### src/rtl/core_cfg.svh
`ifndef CORE_CFG_SVH
`define CORE_CFG_SVH

// Datapath and address width
`define CORE_DATA_W 32

`define CORE_REG_AW 5

// Data memory size in 32-bit words
`define CORE_DMEM_WORDS 64

`define CORE_RESET_PC 32'h0000_0000

`endif

### src/rtl/if_stage.sv
`timescale 1ns/1ps

`include "core_cfg.svh"

module if_stage
(
    input  logic                    clk,
    input  logic                    rst_n,
    input  logic [31:0]             imem_rdata_i,
    input  logic                    stall_i,
    input  logic                    brj_i,
    input  logic [`CORE_DATA_W-1:0] brj_pc_i,
    output logic [`CORE_DATA_W-1:0] imem_addr_o,
    output logic [31:0]             instr_o,
    output logic [`CORE_DATA_W-1:0] pc_o,
    output logic                    instr_vld_o
);

    logic [`CORE_DATA_W-1:0] pc;

    assign imem_addr_o = pc;    // Memory answers in the same cycle

    always_ff @(posedge clk or negedge rst_n)
    begin
        if (!rst_n)
        begin
            pc          <= `CORE_RESET_PC;
            instr_o     <= '0;
            pc_o        <= '0;
            instr_vld_o <= 1'b0;
        end
        else if (brj_i)
        begin
            pc          <= brj_pc_i;
            instr_vld_o <= 1'b0;    // Drop the wrong-path fetch
        end
        else if (!stall_i)
        begin
            pc          <= pc + `CORE_DATA_W'(4);
            instr_o     <= imem_rdata_i;
            pc_o        <= pc;
            instr_vld_o <= 1'b1;
        end
    end

    // Decode must never redirect while it is holding for a load
    a_no_brj_in_stall : assert property (@(posedge clk) disable iff (!rst_n)
        !(brj_i && stall_i))
        else $error("redirect during load-use stall");

endmodule

### config.mk
export PLATFORM = sky130hd
export DESIGN_NAME = if_stage
export DESIGN_NICKNAME = d
export VERILOG_FILES = /design/src/rtl/if_stage.sv
export VERILOG_INCLUDE_DIRS = /design/src /design/src/rtl
export SDC_FILE = /design/constraint.sdc
export NUM_CORES = 1
export LEC_CHECK = 0
export ABC_AREA = 0
export BUFFER_PORTS_ARGS = -buffer_cell sky130_fd_sc_hd__buf_4
export CAP_MARGIN = 20
export CORE_MARGIN = 2
export CORE_UTILIZATION = 53
export CTS_CLUSTER_SIZE = 8
export DETAILED_ROUTE_END_ITERATION = 6
export PLACE_DENSITY = 0.86
export SYNTH_ARGS = -nofsm -noshare
export SYNTH_HDL_FRONTEND = slang
export SYNTH_SLANG_ARGS = --single-unit
### constraint.sdc
create_clock -name clk -period 3.9 [get_ports clk]
set_clock_uncertainty 0.2 [all_clocks]
set_input_delay 0.195 -clock clk [delete_from_list [all_inputs] [get_ports clk]]
set_output_delay 0.195 -clock clk [all_outputs]
set_load 0.05 [all_outputs]
==> flow_summary.json <==
{
  "status": "finished, final reports clean",
  "yosys-top-cells-count": "dfrtp_1 (97), mux2_2 (66), nand2_1 (33), clkbuf_1 (18), nor2_1 (12)",
  "start_util_pct": 55.08,
  "ys_async_sr_fraction_pct": 100.0,
  "place_congestion": 0.8176,
  "min_path_type": "in2reg",
  "ys.flop_type": "dfrtp_1",
  "ys_seq_area_share_pct": 56.44,
  "gr-total-overflow": 0,
  "antenna_found_initial": 0,
  "yosys-top-cells-area": "dfrtp_1 (56%), mux2_2 (17%), nand2_1 (2.9%)",
  "core_sq_um": 7807,
  "die-height_um": 94.08,
  "numCtsBuffers": 9,
  "maxCapViolCount": 0,
  "cp-start-kind": "flip-flop",
  "worst-path-buf-inv": 0,
  "crit_type": "reg2reg",
  "crit_family": "simple AND/OR/NAND/NOR gates",
  "yosysMostFrequentCell": "dfrtp_1",
  "dpl.hpwl_um": 7866,
  "reg2reg_setup_slack_ps": 1440,
  "cts_tree": "built",
  "first_iter_violations": 333,
  "area_delta_synth_final_pct": 49.14,
  "cts_buffer_depth": 2,
  "cts_root_buf": "clkbuf_8",
  "endpoint_kind": "flip-flop",
  "avgViaCountPerCell": 5.767,
  "stdcell_area_sq_um": 6414,
  "io_buffers": 164,
  "synth_largest_area_cell": "dfrtp_1",
  "finalHoldViolations": 0,
  "critPathMaxStageDelay_ps": 700,
  "path_cells": "nand4_1 > or4_1 > or4_1 > a31oi_1",
  "h-tree-depth": 3,
  "wl_per_cell_um": 18.59,
  "dieArea_sq_um": 8850,
  "cp.required_ps": 3960,
  "crit_path_frequent_cell": "or4_1",
  "cp_slowest_cell": "or4_1",
  "layout_setup_ws_ps": 1441,
  "fp.dieW_um": 94.08,
  "yosysUniqueCellTypes": 41,
  "num_io_pins": 165,
  "rr_startpoint": "imem_addr_o[13]",
  "clock_latency_ps": 350,
  "setup_viol": 0,
  "finalSetupTns_ps": 0,
  "p_leak_nw": 2.831,
  "syn_nets": 417,
  "crit_path_max_fanout": 8,
  "grt_pass1_wl_um": 19890,
  "drc": 0,
  "finalCritPeriodShare_pct": 63.04,
  "netlist.area_leader.share_pct": 56.44,
  "rsz0062_at_grt": "no",
  "synth-edff-count": 0,
  "dp_cells": 595,
  "crit_arrival_ps": 2520,
  "maxSlewHeadroom_pct": 35.90,
  "num_vias": 3904,
  "hold_depth": 3,
  "clkSinkCount": 97,
  "clk_pin_slew_ps": 90,
  "synth_cells": 348,
  "avgSynthCellArea_sq_um": 12.36,
  "grt_pass1_vias": 4025,
  "min_delay_worst_endpoint": "imem_addr_o[8]",
  "fin_nets": 639,
  "cellPowerDensity_nw_per_um2": 475.5,
  "hp-start": "brj_i",
  "worst_slew_pin_slew_ps": 961.5,
  "grt_max_degree": 77,
  "post-place-ws_ps": 1549,
  "drt-total-wl_um": 12590,
  "syn_area_sq_um": 4300,
  "drive_above_1_share_pct": 44.52,
  "ys_seq_elements": 97,
  "drv_slew": 0,
  "dpl_cell_area_sq_um": 5557,
  "period_needed_ps": 2459,
  "layout.cells.non_filler": 677,
  "rows": 32,
  "grt_usage_pct": 29.22,
  "r2r_cells": 4,
  "antenna_cells": 0,
  "postRouteAntennaNets": 0,
  "irDropWorstVdd_mv": 0.3321,
  "fmax_mhz": 406.7,
  "worst_r2r_endpoint": "imem_addr_o[28]",
  "ys_warn_count": 0,
  "drt_pre_antenna_iters": 5
}
==> cells by family after synthesis <==
group                    Yosys count  share of synthesized area [%]
AO/OA/AOI/OAI                     46                          7.390
buffers and inverters             26                          3.346
adder cells (fa/ha/maj)            1                         0.2909
flip-flops                        97                          56.44
AND/OR/NAND/NOR                  102                          13.18
XOR/XNOR                           9                          1.833
multiplexers                      67                          17.52
==> worst register-to-register path: stages, from the launching register on <==
cell and delay [ps]:
dfrtp_1 500, nand4_1 240, or4_1 700, or4_1 510, a31oi_1 230
==> registers in the layout (all words and copies together), names as in the netlist <==
signal,count
instr_vld_o,1
pc_o,32
instr_o,32
imem_addr_o,32
==> power breakdown <==
part           switching (W)  total (W)  leakage [nW]  internal (W)
combinational       0.000725    0.00112          1.60      0.000395
sequential          0.000129    0.00128          1.15       0.00115
clock               0.000354   0.000652        0.0847      0.000298
total                0.00121    0.00305          2.83       0.00184
==> per-layer routing <==
| layer | routed length [um] | up-vias | GRT usage [%] |
|---|---|---|---|
| met5 | 0 | - | 0 |
| met4 | 500 | 0 | 15.94 |
| met3 | 944 | 54 | 6.260 |
| met2 | 6453 | 223 | 48.69 |
| met1 | 4687 | 1894 | 35.41 |
| li1 | - | 1733 | - |
==> cells in the final DEF, fill, tap and decap left out, drive strengths merged, types with 2 or more instances in the layout <==
| cell | Yosys | routed |
|---|---|---|
| dfrtp | 97 | 97 |
| buf | 1 | 166 |
| or4 | 13 | 13 |
| nor2 | 12 | 12 |
| o211ai | 8 | 8 |
| and3 | 2 | 2 |
| xnor2 | 5 | 5 |
| xor2 | 4 | 4 |
| nor2b | 2 | 2 |
| or3 | 4 | 4 |
| o311ai | 5 | 5 |
| clkbuf | 19 | 10 |
| nor4 | 2 | 2 |
| a31o | 2 | 2 |
| nand2 | 33 | 33 |
| nand3 | 11 | 11 |
| nand4b | 2 | 2 |
| and4 | 3 | 3 |
| clkinvlp | 0 | 4 |
| a31oi | 10 | 10 |
| dlygate4sd3 | 0 | 66 |
| o21ai | 10 | 10 |
| nand4 | 9 | 9 |
| o31ai | 8 | 8 |
| nor3 | 5 | 5 |
| inv | 5 | 5 |
| mux2 | 66 | 66 |
==> repair_timing <==
action                     CTS  global route
resized for setup            0             0
setup endpoints to repair    0             0
hold endpoints to repair   140             0
setup buffers                0             0
hold buffers                66             0
==> per-stage QoR <==
stage               util (%)  total power [W]  hold slack, ps
floorplan                  -         0.001973          -300.6
finish                 82.15         0.003050           74.85
global placement       71.17         0.002322           191.0
detailed placement     71.17         0.002349           203.6
CTS                    82.15         0.003051           62.05
global route           82.15         0.003167           88.00
==> worst max path at each step <==
stage	slack (ps)	start	to	cells past startpoint
after floorplan	1310	imem_addr_o[4]	imem_addr_o[29]	6
after global placement	1620	brj_i	imem_addr_o[16]	5
after detailed placement	1550	imem_addr_o[6]	imem_addr_o[31]	4
after CTS	1500	stall_i	imem_addr_o[31]	6
after global routing	1320	stall_i	imem_addr_o[16]	6
final	1440	imem_addr_o[13]	imem_addr_o[28]	4
==> layout make-up <==
| type | count | area, sq um |
|---|---|---|
| multi-input combinational | 225 | 1737 |
| sequential | 97 | 2427 |
| clock inverter | 6 | 68.82 |
| timing repair buffer | 232 | 1907 |
| tap | 102 | 127.6 |
| clock buffer | 10 | 127.6 |
| fill | 418 | 1394 |
| inverter | 5 | 18.77 |
Power figures use the tool's default switching activity.
