--- src/rtl/core_cfg.svh ---
`ifndef CORE_CFG_SVH
`define CORE_CFG_SVH

// Datapath and address width
`define CORE_DATA_W 32

`define CORE_REG_AW 5

// Data memory size in 32-bit words
`define CORE_DMEM_WORDS 64

`define CORE_RESET_PC 32'h0000_0000

`endif

--- src/rtl/core_pkg.sv ---
`include "core_cfg.svh"

package core_pkg;

    typedef enum logic [6:0]
    {
        OPC_OP     = 7'b0110011,
        OPC_OP_IMM = 7'b0010011,
        OPC_LOAD   = 7'b0000011,
        OPC_STORE  = 7'b0100011,
        OPC_BRANCH = 7'b1100011,
        OPC_JAL    = 7'b1101111
    } opcode_e;

    typedef enum logic [2:0] {ALU_ADD, ALU_SUB, ALU_AND, ALU_OR, ALU_XOR} alu_op_e;

    typedef enum logic [1:0] {WB_ALU, WB_LOAD, WB_PC4} wb_src_e;

    typedef struct packed {
        alu_op_e                 alu_op;
        logic                    op_b_imm;   // Operand B from imm instead of rs2
        logic [`CORE_DATA_W-1:0] rs1_val;
        logic [`CORE_DATA_W-1:0] rs2_val;
        logic [`CORE_DATA_W-1:0] imm;
        logic [`CORE_REG_AW-1:0] rd;
        logic                    rd_we;
        logic                    mem_rd;
        logic                    mem_wr;
        wb_src_e                 wb_src;
        logic [`CORE_DATA_W-1:0] pc4;
    } id_ex_t;

    typedef struct packed {
        logic [`CORE_DATA_W-1:0] result;     // ALU result, also the memory address
        logic [`CORE_DATA_W-1:0] store_data;
        logic [`CORE_REG_AW-1:0] rd;
        logic                    rd_we;
        logic                    mem_rd;
        logic                    mem_wr;
        wb_src_e                 wb_src;
        logic [`CORE_DATA_W-1:0] pc4;
    } ex_mem_t;

    typedef struct packed {
        logic [`CORE_REG_AW-1:0] rd;
        logic                    rd_we;
        logic [`CORE_DATA_W-1:0] data;
    } wb_t;

endpackage

--- src/rtl/ex_stage.sv ---
`timescale 1ns/1ps

`include "core_cfg.svh"

module ex_stage import core_pkg::*;
(
    input  logic                    clk,
    input  logic                    rst_n,
    input  id_ex_t                  id_ex_i,
    output logic [`CORE_DATA_W-1:0] alu_o,
    output ex_mem_t                 ex_mem_o
);

    logic [`CORE_DATA_W-1:0] op_b;

    assign op_b = id_ex_i.op_b_imm ? id_ex_i.imm : id_ex_i.rs2_val;

    // Also feeds decode forwarding
    always_comb
    begin
        case (id_ex_i.alu_op)
            ALU_SUB: alu_o = id_ex_i.rs1_val - op_b;
            ALU_AND: alu_o = id_ex_i.rs1_val & op_b;
            ALU_OR:  alu_o = id_ex_i.rs1_val | op_b;
            ALU_XOR: alu_o = id_ex_i.rs1_val ^ op_b;
            default: alu_o = id_ex_i.rs1_val + op_b;   // ADD, address calc
        endcase
    end

    always_ff @(posedge clk or negedge rst_n)
    begin
        if (!rst_n)
        begin
            ex_mem_o <= '0;
        end
        else
        begin
            ex_mem_o.result     <= alu_o;
            ex_mem_o.store_data <= id_ex_i.rs2_val;
            ex_mem_o.rd         <= id_ex_i.rd;
            ex_mem_o.rd_we      <= id_ex_i.rd_we;
            ex_mem_o.mem_rd     <= id_ex_i.mem_rd;
            ex_mem_o.mem_wr     <= id_ex_i.mem_wr;
            ex_mem_o.wb_src     <= id_ex_i.wb_src;
            ex_mem_o.pc4        <= id_ex_i.pc4;
        end
    end

endmodule

--- config.mk ---
export PLATFORM = sky130hd
export DESIGN_NAME = ex_stage
export DESIGN_NICKNAME = d
export VERILOG_FILES = /design/src/rtl/core_pkg.sv /design/src/rtl/ex_stage.sv
export VERILOG_INCLUDE_DIRS = /design/src /design/src/rtl
export SDC_FILE = /design/constraint.sdc
export NUM_CORES = 1
export LEC_CHECK = 0
export BUFFER_PORTS_ARGS = -buffer_cell sky130_fd_sc_hd__buf_2
export CORE_MARGIN = 4
export CORE_UTILIZATION = 45
export DETAILED_ROUTE_END_ITERATION = 10
export GPL_ROUTABILITY_DRIVEN = 0
export PLACE_DENSITY = 0.77
export SETUP_SLACK_MARGIN = 0.15
export SLEW_MARGIN = 20
export SYNTH_ARGS = -nofsm -noshare
export SYNTH_HDL_FRONTEND = slang
export SYNTH_SLANG_ARGS = --single-unit
export TNS_END_PERCENT = 5
--- constraint.sdc ---
create_clock -name clk -period 4.2 [get_ports clk]
set_input_delay 0.42 -clock clk [delete_from_list [all_inputs] [get_ports clk]]
set_output_delay 0.42 -clock clk [all_outputs]
set_load 0.01 [all_outputs]
==> impl_metrics.env <==
export IMPL_firstDrtPassIters=5
export IMPL_ir_drop_mv=0.191
export IMPL_synth_most_common_cell="dfrtp_1"
export IMPL_cts_tree="built"
export IMPL_wl_met1_um=9490
export IMPL_hold_ws_ns=0.160
export IMPL_synth_area_leaders="dfrtp_1 (36%), ha_1 (16%), xnor2_1 (5.2%), a21oi_1 (5.0%), inv_1 (4.3%)"
export IMPL_avgSynthCellArea_um2=9.63
export IMPL_cts_hold_buffers=0
export IMPL_core_um2=15900
export IMPL_top_layer="met4"
export IMPL_netlist_cell_type_count=61
export IMPL_ys_seq_area_share_pct=36.4
export IMPL_ant_nets=0
export IMPL_crit_chain="buf_2 > buf_12 > buf_12 > mux2i_2 > and4_1 > nand2_2 > and2b_1 > buf_4 > a31oi_1 > xnor2_1 > ha_1 > buf_4 > and4_1 > a211oi_2 > a31oi_1 > o211ai_1 > buf_4 > nand3b_1 > a21oi_2 > xor2_1 > o21ai_1 > buf_2"
export IMPL_grt_pass1_vias=7281
export IMPL_cts_max_path_buffers=2
export IMPL_nNetsFinal=1411
export IMPL_vias=7233
export IMPL_antenna_found_initial=1
export IMPL_wl_met2_um=11900
export IMPL_cts_root_buf="clkbuf_16"
export IMPL_layout_drive_gt1_share_pct=44.0
export IMPL_top_register="ex_mem_o"
export IMPL_cp_slowest_cell="ha_1"
export IMPL_cts_htree_levels=3
export IMPL_drtIter0Drc=654
export IMPL_reg_top3="ex_mem_o x106"
export IMPL_failed_checks="negative setup slack"
export IMPL_fmax_mhz=224
export IMPL_grt_pass1_wl_um=36700
export IMPL_syn_inst=757
export IMPL_dp_cells=1370
export IMPL_critPathKind="input pin to output pin"
export IMPL_finalHoldViolations=0
export IMPL_num_rows=46
export IMPL_io_buffer_count=281
export IMPL_fin_crit_ns=4.46
export IMPL_synth_nets=998
export IMPL_worstPathMaxFanout=12
export IMPL_track_usage_pct=25.2
export IMPL_wirelength_um=23800
export IMPL_netlist_area_um2=7290
export IMPL_synth_ff_latch_count=106
export IMPL_synth_area_leader_cell="dfrtp_1"
export IMPL_fin_ws_ns=-0.262
export IMPL_vias_per_cell=5.20
export IMPL_p_leak_nw=5.56
export IMPL_cp_common_cell="buf_4"
export IMPL_finalCritPeriodShare_pct=106
export IMPL_cts_sinks=106
export IMPL_async_flop_share_pct=100
export IMPL_final_cells=1392
export IMPL_ys_top_cells_by_count="dfrtp_1 (106), ha_1 (96), inv_1 (83)"
export IMPL_syn_to_final_growth_pct=44.1
export IMPL_die_w_um=135
export IMPL_drc=0
export IMPL_routedWlPerCell_um=17.1
export IMPL_grt_overflow_total=0
export IMPL_die_h_um=135
export IMPL_grt_start_max_net_pins=71
export IMPL_met3WireLength_um=1850
export IMPL_clk_pin_slew_worst_paths_ns=0.08
export IMPL_finalSetupViolCount=12
export IMPL_max_cap_violations=0
export IMPL_dieArea_um2=18300
export IMPL_synth_top_cell_area_share_pct=36.4
export IMPL_required_ns=3.78
export IMPL_yosys_warnings=0
export IMPL_dp_hpwl_um=18800
export IMPL_crit_path_end_kind="output pin"
export IMPL_ys_flop_type="dfrtp_1"
export IMPL_hp_class="input pin to flop"
export IMPL_slew_headroom_pct=40.1
export IMPL_outcome="complete, but fails checks"
export IMPL_cp_start_kind="input pin"
export IMPL_start_util_pct=45.9
export IMPL_slew_viol_final=0
export IMPL_pin_count=282
export IMPL_largest_register_ffs=106
export IMPL_numCtsBuffers=9
export IMPL_rsz0062_at_grt="true"
export IMPL_arrival_ns=4.04
export IMPL_powerDensity_nw_per_um2=335
export IMPL_synth_edf_count=0
export IMPL_worstMarginPinSlew_ns=0.898
export IMPL_critPathMaxStageDelay_ns=0.31
[per-layer routing]
metal  track usage (%)  vias up
met3              4.23       45
met1              30.7     3404
met5                 0        -
met2              44.8      315
li1                  -     3469
met4              9.41        0
[critical path, delay by kind of cell]
kind | cells | cell delay, ns
compound gates | 6 | 0.72
xor+xnor | 2 | 0.30
fa+ha+maj | 1 | 0.31
buf+inv | 7 | 1.05
mux | 1 | 0.24
simple gates | 5 | 0.97
[path summary, 6_finish.rpt]
check                              from                     end  depth (start not counted)
min in group asynchronous         rst_n  ex_mem_o[34]$_DFF_PN0_                          1
worst min-delay path        id_ex_i[38]  ex_mem_o[38]$_DFF_PN0_                          1
worst max-delay path       id_ex_i[138]               alu_o[28]                         22
max in group asynchronous         rst_n  ex_mem_o[59]$_DFF_PN0_                          2
[final cells by class]
| class | instances | area (µm²) |
|---|---|---|
| inverters | 84 | 315 |
| clock buffers | 9 | 225 |
| flip-flops and latches | 106 | 2650 |
| clock inverters | 7 | 80.1 |
| repair buffers | 429 | 2540 |
| diodes | 1 | 2.50 |
| fillers | 1304 | 5380 |
| multi-input cells | 540 | 4420 |
| well taps | 216 | 270 |
[cells by family (layout without fill, tap and decap cells)]
group                      Yosys count  after routing  share of synthesized area, %
AOI/OAI and AO/OA                  200            200                          17.3
xor gates and xnor gates            53             53                          6.36
adders and majority gates           97             97                          16.7
buffers and inverters              111            529                          6.30
DFF                                106            106                          36.4
muxes                               42             42                          6.79
other                                0              1                             0
and+or+nand+nor                    148            148                          10.2
[placed cells by master (no fill, tap or decap), types with 5 or more instances in the layout]
cell type and instances:
nor2_1 47, and3_1 5, a31oi_1 6, nand2_1 34
clkbuf_16 9, mux2i_4 5, a21o_1 21, mux2i_1 24
xnor2_1 43, o31ai_1 5, nand3_1 10, mux2i_2 13
dfrtp_1 106, a211oi_1 8, ha_1 94, xor2_1 10
nor3_1 8, a22oi_1 5, nor2_2 5, o22ai_1 18
nand4_1 5, buf_4 147, inv_1 83, buf_2 280
o21ai_1 15, a21oi_1 61, o21ai_0 10, a21oi_2 12
[through the flow]
step	instance area (µm²)	TNS [ns]	total power, mW	utilization (%)	setup WS, ns
2_1_floorplan	7370	-0.131	1.94	-	-0.0652
3_3_place_gp	9980	-3.45	2.58	62.8	-0.395
3_5_place_dp	9980	-4.71	2.61	62.8	-0.580
4_1_cts	10400	-1.35	3.51	65.6	-0.203
5_1_grt	10500	-4.80	3.73	66.2	-0.499
6_report	10500	-1.65	3.52	66.2	-0.262
[report_power, final]
group          leakage, nW  internal [mW]  switching, mW  total, mW
sequential            1.23           1.14         0.0270       1.16
clock                0.146          0.428          0.430      0.859
combinational         4.18          0.688          0.812       1.50
total                 5.56           2.25           1.27       3.52
[what timing repair did]
action,4_1_cts,5_1_grt
buffers inserted,3,2
gates resized for setup,28,23
endpoints found under the setup margin,19,21
pin swaps,12,7
Note: power is estimated with default switching activity, not from simulation.
