<file path="src/rtl/core_cfg.svh">
`ifndef CORE_CFG_SVH
`define CORE_CFG_SVH

// Datapath and address width
`define CORE_DATA_W 32

`define CORE_REG_AW 5

// Data memory size in 32-bit words
`define CORE_DMEM_WORDS 64

`define CORE_RESET_PC 32'h0000_0000

`endif

</file>
<file path="src/rtl/core_pkg.sv">
`include "core_cfg.svh"

package core_pkg;

    typedef enum logic [6:0]
    {
        OPC_OP     = 7'b0110011,
        OPC_OP_IMM = 7'b0010011,
        OPC_LOAD   = 7'b0000011,
        OPC_STORE  = 7'b0100011,
        OPC_BRANCH = 7'b1100011,
        OPC_JAL    = 7'b1101111
    } opcode_e;

    typedef enum logic [2:0] {ALU_ADD, ALU_SUB, ALU_AND, ALU_OR, ALU_XOR} alu_op_e;

    typedef enum logic [1:0] {WB_ALU, WB_LOAD, WB_PC4} wb_src_e;

    typedef struct packed {
        alu_op_e                 alu_op;
        logic                    op_b_imm;   // Operand B from imm instead of rs2
        logic [`CORE_DATA_W-1:0] rs1_val;
        logic [`CORE_DATA_W-1:0] rs2_val;
        logic [`CORE_DATA_W-1:0] imm;
        logic [`CORE_REG_AW-1:0] rd;
        logic                    rd_we;
        logic                    mem_rd;
        logic                    mem_wr;
        wb_src_e                 wb_src;
        logic [`CORE_DATA_W-1:0] pc4;
    } id_ex_t;

    typedef struct packed {
        logic [`CORE_DATA_W-1:0] result;     // ALU result, also the memory address
        logic [`CORE_DATA_W-1:0] store_data;
        logic [`CORE_REG_AW-1:0] rd;
        logic                    rd_we;
        logic                    mem_rd;
        logic                    mem_wr;
        wb_src_e                 wb_src;
        logic [`CORE_DATA_W-1:0] pc4;
    } ex_mem_t;

    typedef struct packed {
        logic [`CORE_REG_AW-1:0] rd;
        logic                    rd_we;
        logic [`CORE_DATA_W-1:0] data;
    } wb_t;

endpackage

</file>
<file path="src/rtl/mem_stage.sv">
`timescale 1ns/1ps

`include "core_cfg.svh"

module mem_stage import core_pkg::*;
(
    input  logic    clk,
    input  logic    rst_n,
    input  ex_mem_t ex_mem_i,
    output wb_t     wb_o,
    output logic    retire_vld_o
);

    localparam int IDX_W = $clog2(`CORE_DMEM_WORDS);

    logic [`CORE_DATA_W-1:0] dmem [`CORE_DMEM_WORDS];
    logic [IDX_W-1:0]        idx;
    logic [`CORE_DATA_W-1:0] wb_data;

    assign idx = ex_mem_i.result[IDX_W+1:2];    // Word address

    always_ff @(posedge clk or negedge rst_n)
    begin
        if (!rst_n)
        begin
            for (int i = 0; i < `CORE_DMEM_WORDS; i++)
            begin
                dmem[i] <= '0;
            end
        end
        else if (ex_mem_i.mem_wr)
        begin
            dmem[idx] <= ex_mem_i.store_data;
        end
    end

    always_comb
    begin
        case (ex_mem_i.wb_src)
            WB_LOAD: wb_data = dmem[idx];    // Combinational read
            WB_PC4:  wb_data = ex_mem_i.pc4;
            default: wb_data = ex_mem_i.result;
        endcase
    end

    always_ff @(posedge clk or negedge rst_n)
    begin
        if (!rst_n)
        begin
            wb_o         <= '0;
            retire_vld_o <= 1'b0;
        end
        else
        begin
            wb_o.rd      <= ex_mem_i.rd;
            wb_o.rd_we   <= ex_mem_i.rd_we;
            wb_o.data    <= wb_data;
            retire_vld_o <= ex_mem_i.rd_we && ex_mem_i.rd != '0;   // One strobe per write
        end
    end

    a_rd_wr_excl : assert property (@(posedge clk) disable iff (!rst_n)
        !(ex_mem_i.mem_rd && ex_mem_i.mem_wr))
        else $error("load and store in the same slot");

endmodule

</file>
<file path="config.mk">
export PLATFORM = sky130hd
export DESIGN_NAME = mem_stage
export DESIGN_NICKNAME = d
export VERILOG_FILES = /design/src/rtl/core_pkg.sv /design/src/rtl/mem_stage.sv
export VERILOG_INCLUDE_DIRS = /design/src /design/src/rtl
export SDC_FILE = /design/constraint.sdc
export NUM_CORES = 2
export LEC_CHECK = 0
export ABC_AREA = 1
export BUFFER_PORTS_ARGS = -buffer_cell sky130_fd_sc_hd__buf_4
export CORE_ASPECT_RATIO = 1.4
export CORE_MARGIN = 2
export CORE_UTILIZATION = 55
export DETAILED_ROUTE_END_ITERATION = 8
export PLACE_DENSITY = 0.68
export SYNTH_ARGS = -nofsm -noshare
export SYNTH_HDL_FRONTEND = slang
export SYNTH_SLANG_ARGS = --single-unit
</file>
<file path="constraint.sdc">
create_clock -name clk -period 2.5 [get_ports clk]
set_input_delay 0.125 -clock clk [delete_from_list [all_inputs] [get_ports clk]]
set_output_delay 0.125 -clock clk [all_outputs]
set_load 0.005 [all_outputs]
</file>
==> impl_metrics.ini <==
[run_status]
result_of_the_run = complete, no violations

[timing]
slew_violations = 0
clock_skew_ns = 0.0281
final_worst_path_cycle_share_pct = 96.7
timing.slew.headroom_pct = 40.8
final-hold-violation-count = 0
fin_setup_tns_ns = 0
worst_pin_slew_ns = 0.887
grt_setup_unrepaired = false
setup_viol = 0
final.min_clock_period_ns = 2.42
max_clock_freq_mhz = 414
fin_ws_ns = 0.0823
hold_ws_ns = 0.0675

[cts]
cts_sinks = 2087
tritoncts = done
cts-htree-levels = 4
clock-root-buffer = sky130_fd_sc_hd__clkbuf_16
cts_buffer_depth = 3
cts-buffers-inserted = 201
worst_setup_hold_path_clk_slew_ns = 0.07
clkLatencyLatePin_ns = 0.87

[setup_path]
cp_cell_sequence = inv_1, o21ai_0, nand2_1, nand2_1, nand2_1, nand2_1, nand2_1, nand2_1, nor2_1, nand2_1, nand2_1, a21oi_1, dlygate4sd3_1
r2r_slack_ns = 0.08
startpoint_type = register
crit_path_top_delay_cell = sky130_fd_sc_hd__dlygate4sd3_1
setup.worst_path.end_class = register
critPathKind = reg -> reg
critical-path-max-stage-delay_ns = 0.56
r2r-end = wb_o[31]
cp.arrival_ns = 3.21
worst_path_dominant_cell_family = simple AND/OR/NAND/NOR gates
timing.rr.start = dmem[1535]
path_max_fanout = 2
critPathRequiredTime_ns = 3.29
most_frequent_cell_on_the_critical_path = sky130_fd_sc_hd__nand2_1
rr_worst_depth = 13
crit_buf_inv = 2

[cells_and_area]
layout-drive-gt1-share_pct = 7.70
utilization_pct = 63.1
post_layout_nonfiller_instances = 15700
area_growth_pct = 14.3
final_design_area_no_fill_um2 = 112000
fill_cells = 15600
most_common_library_cell_in_the_layout_ignoring_fill_and_taps = sky130_fd_sc_hd__nand2_1
layout_common_cells = sky130_fd_sc_hd__nand2_1, sky130_fd_sc_hd__dfrtp_1, sky130_fd_sc_hd__o21ai_0
finish.net_count = 13300

[route]
route.final.wire_length_um = 320000
drcViolationCount = 0
drt_pre_antenna_iters = 6
detail_route.vias_per_cell = 5.59
vias = 87600
route.detailed.wl_per_inst_um = 20.4
route.antenna.remaining_nets = 0
initialDrtViolationCount = 8648

[grt]
number_of_global_route_vias_before_repair = 83800
total_gr_overflow = 0
grt_antenna_before_repair = 4
grt_first_pass_wirelength_um = 493000
grt.total_usage_pct = 35.4
global_route.usage.met2_pct = 57.4
busiest_layer = met2
use_met3_pct = 4.83
grt_start_max_net_pins = 140
grtUsageMet1_pct = 45.2

[synth]
synth_cell_type_count = 29
synth_net_count = 13400
multiplexer_fraction_of_the_synthesized_cell_area_pct = 0
dominant_combinational_cell_family_by_area_after_synthesis = simple AND/OR/NAND/NOR gates
synth_xor_area_share_pct = 0
synth.yosys.seq_area_share_pct = 53.4
synth_simple_gate_area_share_pct = 29.9
syn-instance-count = 13300
ys_ff_latch = 2087
post_synth.cell_area_avg_um2 = 7.34
synth_fa_ha_area_share_pct = 0.0256
synth_area_um2 = 97800
synth.yosys.warnings = 0
synth_compound_gate_area_share_pct = 11.7

[floorplan]
core_area_um2 = 177000
num_rows = 183
io-pin-count = 147
die_h_um = 503
floorplan.initialDensity_pct = 55.2
die_width_um = 360
die_area_um2 = 181000

[power]
finalPower_mw = 88.3
power.density_cell_area_nw_per_um2 = 790
peakVddDrop_uv = 804
leakagePower_nw = 57.7

[placement]
pre_cts_ws_ns = 0.0336
routabilityCongestion = 0.919
dpl.hpwl_um = 197000
placement_cell_area_um2 = 104000
placedCellCount = 15200
port-buffer-count = 145

[min_path]
holdPathEnd = dmem[2025]
hold_path_class = in -> reg
min-delay-start = ex_mem_i[78]
min_path_cells = 6

[flow_run]
timing.max_cap.violations = 0
==> registers in the layout, indices dropped and copies added, names as in the netlist <==
name	cells
dmem	2048
wb_o	38
retire_vld_o	1
==> cell usage after synthesis <==
cell	n	area share, %
sky130_fd_sc_hd__a21oi_1	854	4.4
sky130_fd_sc_hd__buf_1	48	0.18
sky130_fd_sc_hd__buf_2	154	0.79
sky130_fd_sc_hd__buf_4	3	0.023
sky130_fd_sc_hd__buf_6	2	0.023
sky130_fd_sc_hd__clkbuf_1	809	3.1
sky130_fd_sc_hd__clkbuf_2	2	0.010
sky130_fd_sc_hd__clkinv_1	1	0.0038
sky130_fd_sc_hd__dfrtp_1	2087	53
sky130_fd_sc_hd__ha_1	2	0.026
sky130_fd_sc_hd__inv_1	218	0.84
sky130_fd_sc_hd__inv_2	11	0.042
sky130_fd_sc_hd__nand2_1	6732	26
sky130_fd_sc_hd__nand2_2	19	0.12
sky130_fd_sc_hd__nand3_1	8	0.041
sky130_fd_sc_hd__nand3_2	1	0.010
sky130_fd_sc_hd__nand3_4	2	0.036
sky130_fd_sc_hd__nor2_1	899	3.5
sky130_fd_sc_hd__nor2_2	11	0.070
sky130_fd_sc_hd__nor2_4	13	0.15
sky130_fd_sc_hd__nor3_1	5	0.026
sky130_fd_sc_hd__nor3_2	1	0.010
sky130_fd_sc_hd__nor3_4	4	0.067
sky130_fd_sc_hd__nor4_4	2	0.043
sky130_fd_sc_hd__o211ai_1	6	0.046
sky130_fd_sc_hd__o21ai_0	1272	6.5
sky130_fd_sc_hd__o21ai_1	147	0.75
sky130_fd_sc_hd__or2_2	3	0.019
sky130_fd_sc_hd__or4_1	1	0.0077
==> tightest hold or removal path, stage by stage <==
cell,delay (ns)
sky130_fd_sc_hd__buf_8,0.18
sky130_fd_sc_hd__nor3_1,0.06
sky130_fd_sc_hd__nand2_1,0.13
sky130_fd_sc_hd__inv_1,0.10
sky130_fd_sc_hd__nand2_2,0.16
sky130_fd_sc_hd__o21ai_0,0.10
==> layout make-up <==
cell class | instances | area [um2] | share of cell area (%)
diodes | 2 | 5.00 | 0.00448
clock buffers | 297 | 5960 | 5.33
clock inverters | 80 | 957 | 0.856
multi-input cells | 9982 | 40900 | 36.6
well taps | 2312 | 2890 | 2.59
repair buffers | 669 | 7990 | 7.15
inverters | 230 | 886 | 0.792
flip-flops and latches | 2087 | 52200 | 46.7
==> per-layer routing <==
metal,vias up,wire length [um],part of all wire [%]
li1,41200,-,-
met1,41900,126000,39
met2,3696,148000,46
met3,793,24500,7.7
met4,2,22400,7.0
met5,-,13,0.0041
==> worst max-delay path by stage <==
stage                             from          to  slack, ns  cells past startpoint
after detailed placement  ex_mem_i[76]     wb_o[1]       0.03                     13
after global routing        dmem[1517]    wb_o[13]      0.006                     14
final                       dmem[1535]    wb_o[31]       0.08                     13
after global placement    ex_mem_i[76]     wb_o[1]       0.03                     13
after CTS                    dmem[772]     wb_o[4]       0.07                     14
after floorplan           ex_mem_i[78]  dmem[1627]       0.73                      8
==> report_power, final <==
part           total [mW]  internal [mW]  switching [mW]
Combinational        14.6           5.55            9.04
Clock                31.9           18.2            13.7
Sequential           41.8           39.2            2.66
Total                88.3           63.0            25.4
==> logic make-up (layout without fill, tap and decap cells) <==
logic type,Yosys count,in the layout
AOI/OAI and AO/OA,2279,2279
and+or+nand+nor,7701,7701
adders and majority gates,2,2
DFF,2087,2087
other,0,2
buffers and inverters,1248,1276
==> repair_timing <==
action	4_1_cts	5_1_grt
hold buffers	111	0
gates resized for setup	0	11
setup endpoints to repair	0	6
setup buffers	0	0
hold endpoints to repair	2658	0
Power figures use the tool's default switching activity.
