`src/rtl/core_cfg.svh`:
```
`ifndef CORE_CFG_SVH
`define CORE_CFG_SVH

// Datapath and address width
`define CORE_DATA_W 32

`define CORE_REG_AW 5

// Data memory size in 32-bit words
`define CORE_DMEM_WORDS 64

`define CORE_RESET_PC 32'h0000_0000

`endif

```
`src/rtl/core_pkg.sv`:
```
`include "core_cfg.svh"

package core_pkg;

    typedef enum logic [6:0]
    {
        OPC_OP     = 7'b0110011,
        OPC_OP_IMM = 7'b0010011,
        OPC_LOAD   = 7'b0000011,
        OPC_STORE  = 7'b0100011,
        OPC_BRANCH = 7'b1100011,
        OPC_JAL    = 7'b1101111
    } opcode_e;

    typedef enum logic [2:0] {ALU_ADD, ALU_SUB, ALU_AND, ALU_OR, ALU_XOR} alu_op_e;

    typedef enum logic [1:0] {WB_ALU, WB_LOAD, WB_PC4} wb_src_e;

    typedef struct packed {
        alu_op_e                 alu_op;
        logic                    op_b_imm;   // Operand B from imm instead of rs2
        logic [`CORE_DATA_W-1:0] rs1_val;
        logic [`CORE_DATA_W-1:0] rs2_val;
        logic [`CORE_DATA_W-1:0] imm;
        logic [`CORE_REG_AW-1:0] rd;
        logic                    rd_we;
        logic                    mem_rd;
        logic                    mem_wr;
        wb_src_e                 wb_src;
        logic [`CORE_DATA_W-1:0] pc4;
    } id_ex_t;

    typedef struct packed {
        logic [`CORE_DATA_W-1:0] result;     // ALU result, also the memory address
        logic [`CORE_DATA_W-1:0] store_data;
        logic [`CORE_REG_AW-1:0] rd;
        logic                    rd_we;
        logic                    mem_rd;
        logic                    mem_wr;
        wb_src_e                 wb_src;
        logic [`CORE_DATA_W-1:0] pc4;
    } ex_mem_t;

    typedef struct packed {
        logic [`CORE_REG_AW-1:0] rd;
        logic                    rd_we;
        logic [`CORE_DATA_W-1:0] data;
    } wb_t;

endpackage

```
`src/rtl/reg_file.sv`:
```
`timescale 1ns/1ps

`include "core_cfg.svh"

module reg_file
(
    input  logic                    clk,
    input  logic                    rst_n,
    input  logic                    we_i,
    input  logic [`CORE_REG_AW-1:0] waddr_i,
    input  logic [`CORE_DATA_W-1:0] wdata_i,
    input  logic [`CORE_REG_AW-1:0] raddr1_i,
    input  logic [`CORE_REG_AW-1:0] raddr2_i,
    output logic [`CORE_DATA_W-1:0] rdata1_o,
    output logic [`CORE_DATA_W-1:0] rdata2_o
);

    logic [`CORE_DATA_W-1:0] regs [2**`CORE_REG_AW];

    always_ff @(posedge clk or negedge rst_n)
    begin
        if (!rst_n)
        begin
            for (int i = 0; i < 2**`CORE_REG_AW; i++)
            begin
                regs[i] <= '0;
            end
        end
        else if (we_i && waddr_i != '0)
        begin
            regs[waddr_i] <= wdata_i;
        end
    end

    assign rdata1_o = (raddr1_i == '0) ? '0 : regs[raddr1_i];  // Old value on same-cycle write
    assign rdata2_o = (raddr2_i == '0) ? '0 : regs[raddr2_i];

endmodule

```
`src/rtl/id_stage.sv`:
```
`timescale 1ns/1ps

`include "core_cfg.svh"

module id_stage import core_pkg::*;
(
    input  logic                    clk,
    input  logic                    rst_n,
    input  logic [31:0]             instr_i,
    input  logic [`CORE_DATA_W-1:0] pc_i,
    input  logic                    instr_vld_i,
    input  logic [`CORE_DATA_W-1:0] ex_alu_i,
    input  ex_mem_t                 ex_mem_i,
    input  wb_t                     wb_i,
    output id_ex_t                  id_ex_o,
    output logic                    stall_o,
    output logic                    brj_o,
    output logic [`CORE_DATA_W-1:0] brj_pc_o
);

    logic [6:0]              opcode;
    logic [2:0]              funct3;
    logic [6:0]              funct7;
    logic [`CORE_REG_AW-1:0] rs1;
    logic [`CORE_REG_AW-1:0] rs2;
    logic [`CORE_REG_AW-1:0] rd;
    alu_op_e                 alu_op;
    wb_src_e                 wb_src;
    logic                    op_b_imm;
    logic                    dec_we;
    logic                    mem_rd;
    logic                    mem_wr;
    logic                    use_rs1;
    logic                    use_rs2;
    logic                    is_br;
    logic                    br_ne;
    logic                    is_jal;
    logic [`CORE_DATA_W-1:0] imm;
    logic [`CORE_DATA_W-1:0] rf_rs1;
    logic [`CORE_DATA_W-1:0] rf_rs2;
    logic [`CORE_DATA_W-1:0] rs1_val;
    logic [`CORE_DATA_W-1:0] rs2_val;
    logic [`CORE_DATA_W-1:0] ex_val;
    logic [`CORE_DATA_W-1:0] mem_val;
    logic                    ex_load;
    logic                    mem_load;
    logic                    taken;
    id_ex_t                  id_ex_d;

    assign opcode = instr_i[6:0];
    assign funct3 = instr_i[14:12];
    assign funct7 = instr_i[31:25];
    assign rs1    = instr_i[19:15];
    assign rs2    = instr_i[24:20];
    assign rd     = instr_i[11:7];

    always_comb
    begin
        alu_op   = ALU_ADD;
        wb_src   = WB_ALU;
        op_b_imm = 1'b0;
        imm      = '0;
        dec_we   = 1'b0;
        mem_rd   = 1'b0;
        mem_wr   = 1'b0;
        use_rs1  = 1'b0;
        use_rs2  = 1'b0;
        is_br    = 1'b0;
        br_ne    = 1'b0;
        is_jal   = 1'b0;
        if (instr_vld_i)
        begin
            case (opcode)
                OPC_OP:
                begin
                    if ((funct7 == 7'b0000000 && funct3 inside {3'b000, 3'b100, 3'b110, 3'b111})
                        || (funct7 == 7'b0100000 && funct3 == 3'b000))
                    begin
                        use_rs1 = 1'b1;
                        use_rs2 = 1'b1;
                        dec_we  = 1'b1;
                        case (funct3)
                            3'b100:  alu_op = ALU_XOR;
                            3'b110:  alu_op = ALU_OR;
                            3'b111:  alu_op = ALU_AND;
                            default: alu_op = funct7[5] ? ALU_SUB : ALU_ADD;
                        endcase
                    end
                end
                OPC_OP_IMM, OPC_LOAD:
                begin
                    if ((opcode == OPC_OP_IMM && funct3 == 3'b000)
                        || (opcode == OPC_LOAD && funct3 == 3'b010))
                    begin
                        use_rs1  = 1'b1;
                        dec_we   = 1'b1;
                        op_b_imm = 1'b1;
                        imm      = {{20{instr_i[31]}}, instr_i[31:20]};
                        mem_rd   = (opcode == OPC_LOAD);
                        wb_src   = (opcode == OPC_LOAD) ? WB_LOAD : WB_ALU;
                    end
                end
                OPC_STORE:
                begin
                    if (funct3 == 3'b010)
                    begin
                        use_rs1  = 1'b1;
                        use_rs2  = 1'b1;    // Store data
                        mem_wr   = 1'b1;
                        op_b_imm = 1'b1;
                        imm      = {{20{instr_i[31]}}, instr_i[31:25], instr_i[11:7]};
                    end
                end
                OPC_BRANCH:
                begin
                    if (funct3[2:1] == 2'b00)
                    begin
                        use_rs1 = 1'b1;
                        use_rs2 = 1'b1;
                        is_br   = 1'b1;
                        br_ne   = funct3[0];
                        imm     = {{19{instr_i[31]}}, instr_i[31], instr_i[7],
                                   instr_i[30:25], instr_i[11:8], 1'b0};
                    end
                end
                OPC_JAL:
                begin
                    is_jal = 1'b1;
                    dec_we = 1'b1;
                    wb_src = WB_PC4;
                    imm    = {{11{instr_i[31]}}, instr_i[31], instr_i[19:12],
                              instr_i[20], instr_i[30:21], 1'b0};
                end
                default:
                begin
                    dec_we = 1'b0;  // Unknown encodings act as no-ops
                end
            endcase
        end
    end

    reg_file u_reg_file
    (
        .clk      (clk),
        .rst_n    (rst_n),
        .we_i     (wb_i.rd_we),
        .waddr_i  (wb_i.rd),
        .wdata_i  (wb_i.data),
        .raddr1_i (rs1),
        .raddr2_i (rs2),
        .rdata1_o (rf_rs1),
        .rdata2_o (rf_rs2)
    );

    // JAL results are pc+4, not the ALU output
    assign ex_val  = (id_ex_o.wb_src == WB_PC4) ? id_ex_o.pc4 : ex_alu_i;
    assign mem_val = (ex_mem_i.wb_src == WB_PC4) ? ex_mem_i.pc4 : ex_mem_i.result;

    // Execute first, then memory, then writeback, then the register file
    function automatic logic [`CORE_DATA_W-1:0] fwd_sel(
        input logic [`CORE_REG_AW-1:0] rs,
        input logic [`CORE_DATA_W-1:0] rf_val
    );
        if (rs == '0)
            return rf_val;
        if (id_ex_o.rd_we && id_ex_o.rd == rs)
            return ex_val;
        if (ex_mem_i.rd_we && ex_mem_i.rd == rs)
            return mem_val;
        if (wb_i.rd_we && wb_i.rd == rs)
            return wb_i.data;
        return rf_val;
    endfunction

    always_comb
    begin
        rs1_val = fwd_sel(rs1, rf_rs1);
        rs2_val = fwd_sel(rs2, rf_rs2);
    end

    // Load result not ready yet: two cycles from execute, one from memory
    assign ex_load  = id_ex_o.mem_rd && id_ex_o.rd_we;
    assign mem_load = ex_mem_i.mem_rd && ex_mem_i.rd_we;
    assign stall_o  = (use_rs1 && ((ex_load && id_ex_o.rd == rs1)
                                   || (mem_load && ex_mem_i.rd == rs1)))
                   || (use_rs2 && ((ex_load && id_ex_o.rd == rs2)
                                   || (mem_load && ex_mem_i.rd == rs2)));

    assign taken    = is_jal || (is_br && ((rs1_val == rs2_val) != br_ne));
    assign brj_o    = taken && !stall_o;
    assign brj_pc_o = pc_i + imm;

    always_comb
    begin
        id_ex_d.alu_op   = alu_op;
        id_ex_d.op_b_imm = op_b_imm;
        id_ex_d.rs1_val  = rs1_val;
        id_ex_d.rs2_val  = rs2_val;
        id_ex_d.imm      = imm;
        id_ex_d.rd       = rd;
        id_ex_d.rd_we    = dec_we && (rd != '0) && !stall_o;  // Bubble while stalled
        id_ex_d.mem_rd   = mem_rd && !stall_o;
        id_ex_d.mem_wr   = mem_wr && !stall_o;
        id_ex_d.wb_src   = wb_src;
        id_ex_d.pc4      = pc_i + `CORE_DATA_W'(4);
    end

    always_ff @(posedge clk or negedge rst_n)
    begin
        if (!rst_n)
        begin
            id_ex_o <= '0;
        end
        else
        begin
            id_ex_o <= id_ex_d;
        end
    end

    // Register file write port after the later stages
    a_no_x0_write : assert property (@(posedge clk) disable iff (!rst_n)
        wb_i.rd_we |-> wb_i.rd != '0)
        else $error("write enable set for x0");

endmodule

```
`config.mk`:
```
export PLATFORM = sky130hd
export DESIGN_NAME = id_stage
export DESIGN_NICKNAME = d
export VERILOG_FILES = /design/src/rtl/core_pkg.sv /design/src/rtl/reg_file.sv /design/src/rtl/id_stage.sv
export VERILOG_INCLUDE_DIRS = /design/src /design/src/rtl
export SDC_FILE = /design/constraint.sdc
export NUM_CORES = 2
export LEC_CHECK = 0
export BUFFER_PORTS_ARGS = -buffer_cell sky130_fd_sc_hd__buf_2
export CORE_MARGIN = 1.5
export CORE_UTILIZATION = 50
export CTS_CLUSTER_SIZE = 28
export DETAILED_ROUTE_END_ITERATION = 6
export PLACE_DENSITY = 0.68
export SYNTH_ARGS = -nofsm -noshare
export SYNTH_HDL_FRONTEND = slang
export SYNTH_SLANG_ARGS = --single-unit
```
`constraint.sdc`:
```
create_clock -name clk -period 9.73 [get_ports clk]
set_input_delay 1.4595 -clock clk [delete_from_list [all_inputs] [get_ports clk]]
set_output_delay 1.4595 -clock clk [all_outputs]
set_load 0.02 [all_outputs]
```
==> impl_metrics.ini <==
[yosys]
ys_seq_elements = 1155
ys_warn_count = 0
synth.avg_cell_area_um2 = 13.9
yosys.area.top_type = dfrtp_1
netlist_instances = 4566
synth_area_um2 = 63400
yosysSeqAreaShare_pct = 45.6
synth-edff-count = 0
synthFlopType = dfrtp_1
synthMostInstantiatedCell = dfrtp_1
ys_types = 76
synth.area.top_cells = dfrtp_1, mux2_2, mux4_2
syn_nets = 4842
yosys.area.top_type_share_pct = 45.6
async_reset_ff_share_pct = 100
synthTopCellsByCount = dfrtp_1, mux2_2, mux4_2

[global_routing]
grt.overflow.total = 0
antenna_found_initial = 29
grt_pass1_wl_um = 328000
track_usage_pct = 35.4
grt_pass1_vias = 44400
grt_max_degree = 180

[layout]
final_nets = 4990
layout-drive-gt1-share_pct = 48.1
stdcell_count = 6479
area_growth_pct = 12.1
n_fill_cell = 10300

[setup_path]
endpoint_kind = primary output
reg2reg_slack_ns = 5.93
startpoint = instr_i[2]
reg2reg_depth = 7
required_ns = 8.27
r2r_start = id_ex_o[40]
critPathArrivalTime_ns = 6.94
setup.worst_path.end = brj_pc_o[29]
path_class = primary input to primary output
crit_path_start_kind = primary input
r2r-end = id_ex_o[100]
cp_max_fo = 8

[route]
drc = 0
num_vias = 45100
vias_per_cell = 6.96
dr.pass1.iters = 5
drt-initial-drc-count = 5725
wl_per_cell_um = 35.4
wirelength_um = 230000
ant_nets = 0

[place]
port_buffers = 385
dp_hpwl_um = 146000
gp_congestion = 1.03
dp.cells = 6232

[timing]
setup_viol = 0
fin_crit_sh_pct = 86.3
maxSlewViolCount = 0
rsz0062_at_grt = no
fin_crit_ns = 8.40
worst_pin_slew_ns = 1.41
setup_tns_ns = 0
finClkSkew_ns = 0.0282
maxSlewHeadroom_pct = 5.47
finalHoldViolCount = 0
max_freq_ghz = 0.119

[power]
total_power_mw = 14.6
irDropWorstVdd_uv = 209
cellPowerDensity_nw_per_um2 = 205
leakage_nw = 31.3

[run]
maxCapViolations = 0

[floorplan]
die_h_um = 359
start_util_pct = 50.4
core_um2 = 126000
dieArea_um2 = 129000
ios = 419
die_w_um = 359
rows = 130

[hold_path]
hold_class = register to register

[clocking]
clockBufferDepth = 3
numClockSinks = 1155
path_clk_slew_ns = 0.06
htreeDepth = 4
cts-root-buf = clkbuf_16
insertion_delay_ns = 0.79
cts_made_buffers = 130
post-cts-setup-buffer-count = 0
cts_tree = yes
ctsResizeCount = 0
hold_buffers = 0

[outcome]
status = finished clean
==> per-stage QoR <==
stage | cell area, um^2 | worst slack, ns | util (%) | hold WS [ns]
after CTS | 71000 | 1.56 | 56.5 | 0.395
final | 71100 | 1.33 | 56.5 | 0.395
after detailed placement | 66500 | 1.59 | 52.9 | 0.382
after global placement | 66500 | 1.48 | 52.9 | 0.377
after global routing | 71100 | 0.953 | 56.5 | 0.412
after floorplan | 63400 | 2.61 | - | 0.441
==> worst min path at each step <==
stage	startpoint	endpoint	slack [ns]	cells past startpoint
2_1_floorplan	u_reg_file.regs[1000]	u_reg_file.regs[1000]	0.44	1
3_3_place_gp	u_reg_file.regs[996]	u_reg_file.regs[996]	0.38	0
3_5_place_dp	u_reg_file.regs[999]	u_reg_file.regs[999]	0.38	0
4_1_cts	u_reg_file.regs[993]	u_reg_file.regs[993]	0.40	0
5_1_grt	u_reg_file.regs[1016]	u_reg_file.regs[1016]	0.41	0
6_report	u_reg_file.regs[1016]	u_reg_file.regs[1016]	0.40	0
==> layout make-up <==
cell class	count	area, um^2	area share [%]
Antenna cell	16	40.0	0.0563
Sequential cell	1155	28900	40.7
Multi-Input combinational cell	2906	32500	45.7
Inverter	15	56.3	0.0792
Clock inverter	42	673	0.947
Clock buffer	189	3840	5.40
Timing Repair Buffer	506	3020	4.25
Tap cell	1650	2060	2.90
==> worst max-delay path: stages <==
cell and delay (ns):
buf_2 0.13, nor3_1 0.37, nand2b_1 0.16, nor3_1 0.21, nor3b_1 0.48, nand2b_1 0.23, o21ai_1 0.24, a21oi_1 0.65
ha_1 0.42, a211o_1 0.29, or2_2 0.28, a2111oi_0 0.75, nor2_1 0.25, a211o_1 0.36, a311oi_1 0.33, xnor2_1 0.15
buf_2 0.17
==> registers in the layout, indices dropped and copies added, names as in the netlist <==
register and cells:
u_reg_file.regs 1024, id_ex_o 131
==> cell families (layout without fill, tap and decap cells) <==
logic type / after synthesis / after routing / synth area share [%]
muxes: 1761 / 1761 / 38.2
DFF: 1155 / 1155 / 45.6
AOI/OAI and AO/OA: 520 / 520 / 6.46
buffers and inverters: 505 / 752 / 3.56
and+or+nand+nor: 474 / 474 / 3.91
xor gates and xnor gates: 118 / 118 / 1.63
adders and majority gates: 33 / 33 / 0.663
other: 0 / 16 / 0
==> where the power goes <==
part           switching [mW]  internal, mW  leakage [nW]  total, mW
registers               0.644          5.68          14.8       6.32
clock network            2.07          3.15          2.22       5.22
logic                    1.44          1.62          14.3       3.05
==> cells in the final DEF (no fill, tap or decap), types with 41 or more instances in the layout <==
cell       netlist  layout
mux4_2         420     420
a22oi_1        118     118
a221oi_1        65      65
nor2_1          79      59
o221a_2         42      42
o21ai_0         64      64
mux2_2        1069    1069
clkbuf_16        0     135
a21oi_1         44      44
xnor2_1         80      80
mux2i_1        272     272
buf_2           83     378
nor3_1          50      50
nand2_1        128     113
nand3_1         43      42
dfrtp_1       1155    1155
nand4_1         41      41
buf_4           48     112
==> per-layer routing <==
layer / routed length (um) / vias to the layer above / track usage, %
met5: 104 / - / 0
met4: 13300 / 20 / 18.2
met3: 23100 / 653 / 9.52
met2: 103000 / 2565 / 52.9
met1: 90300 / 23900 / 47.5
li1: - / 17900 / -
No activity file was read; power rests on OpenSTA's default activity.
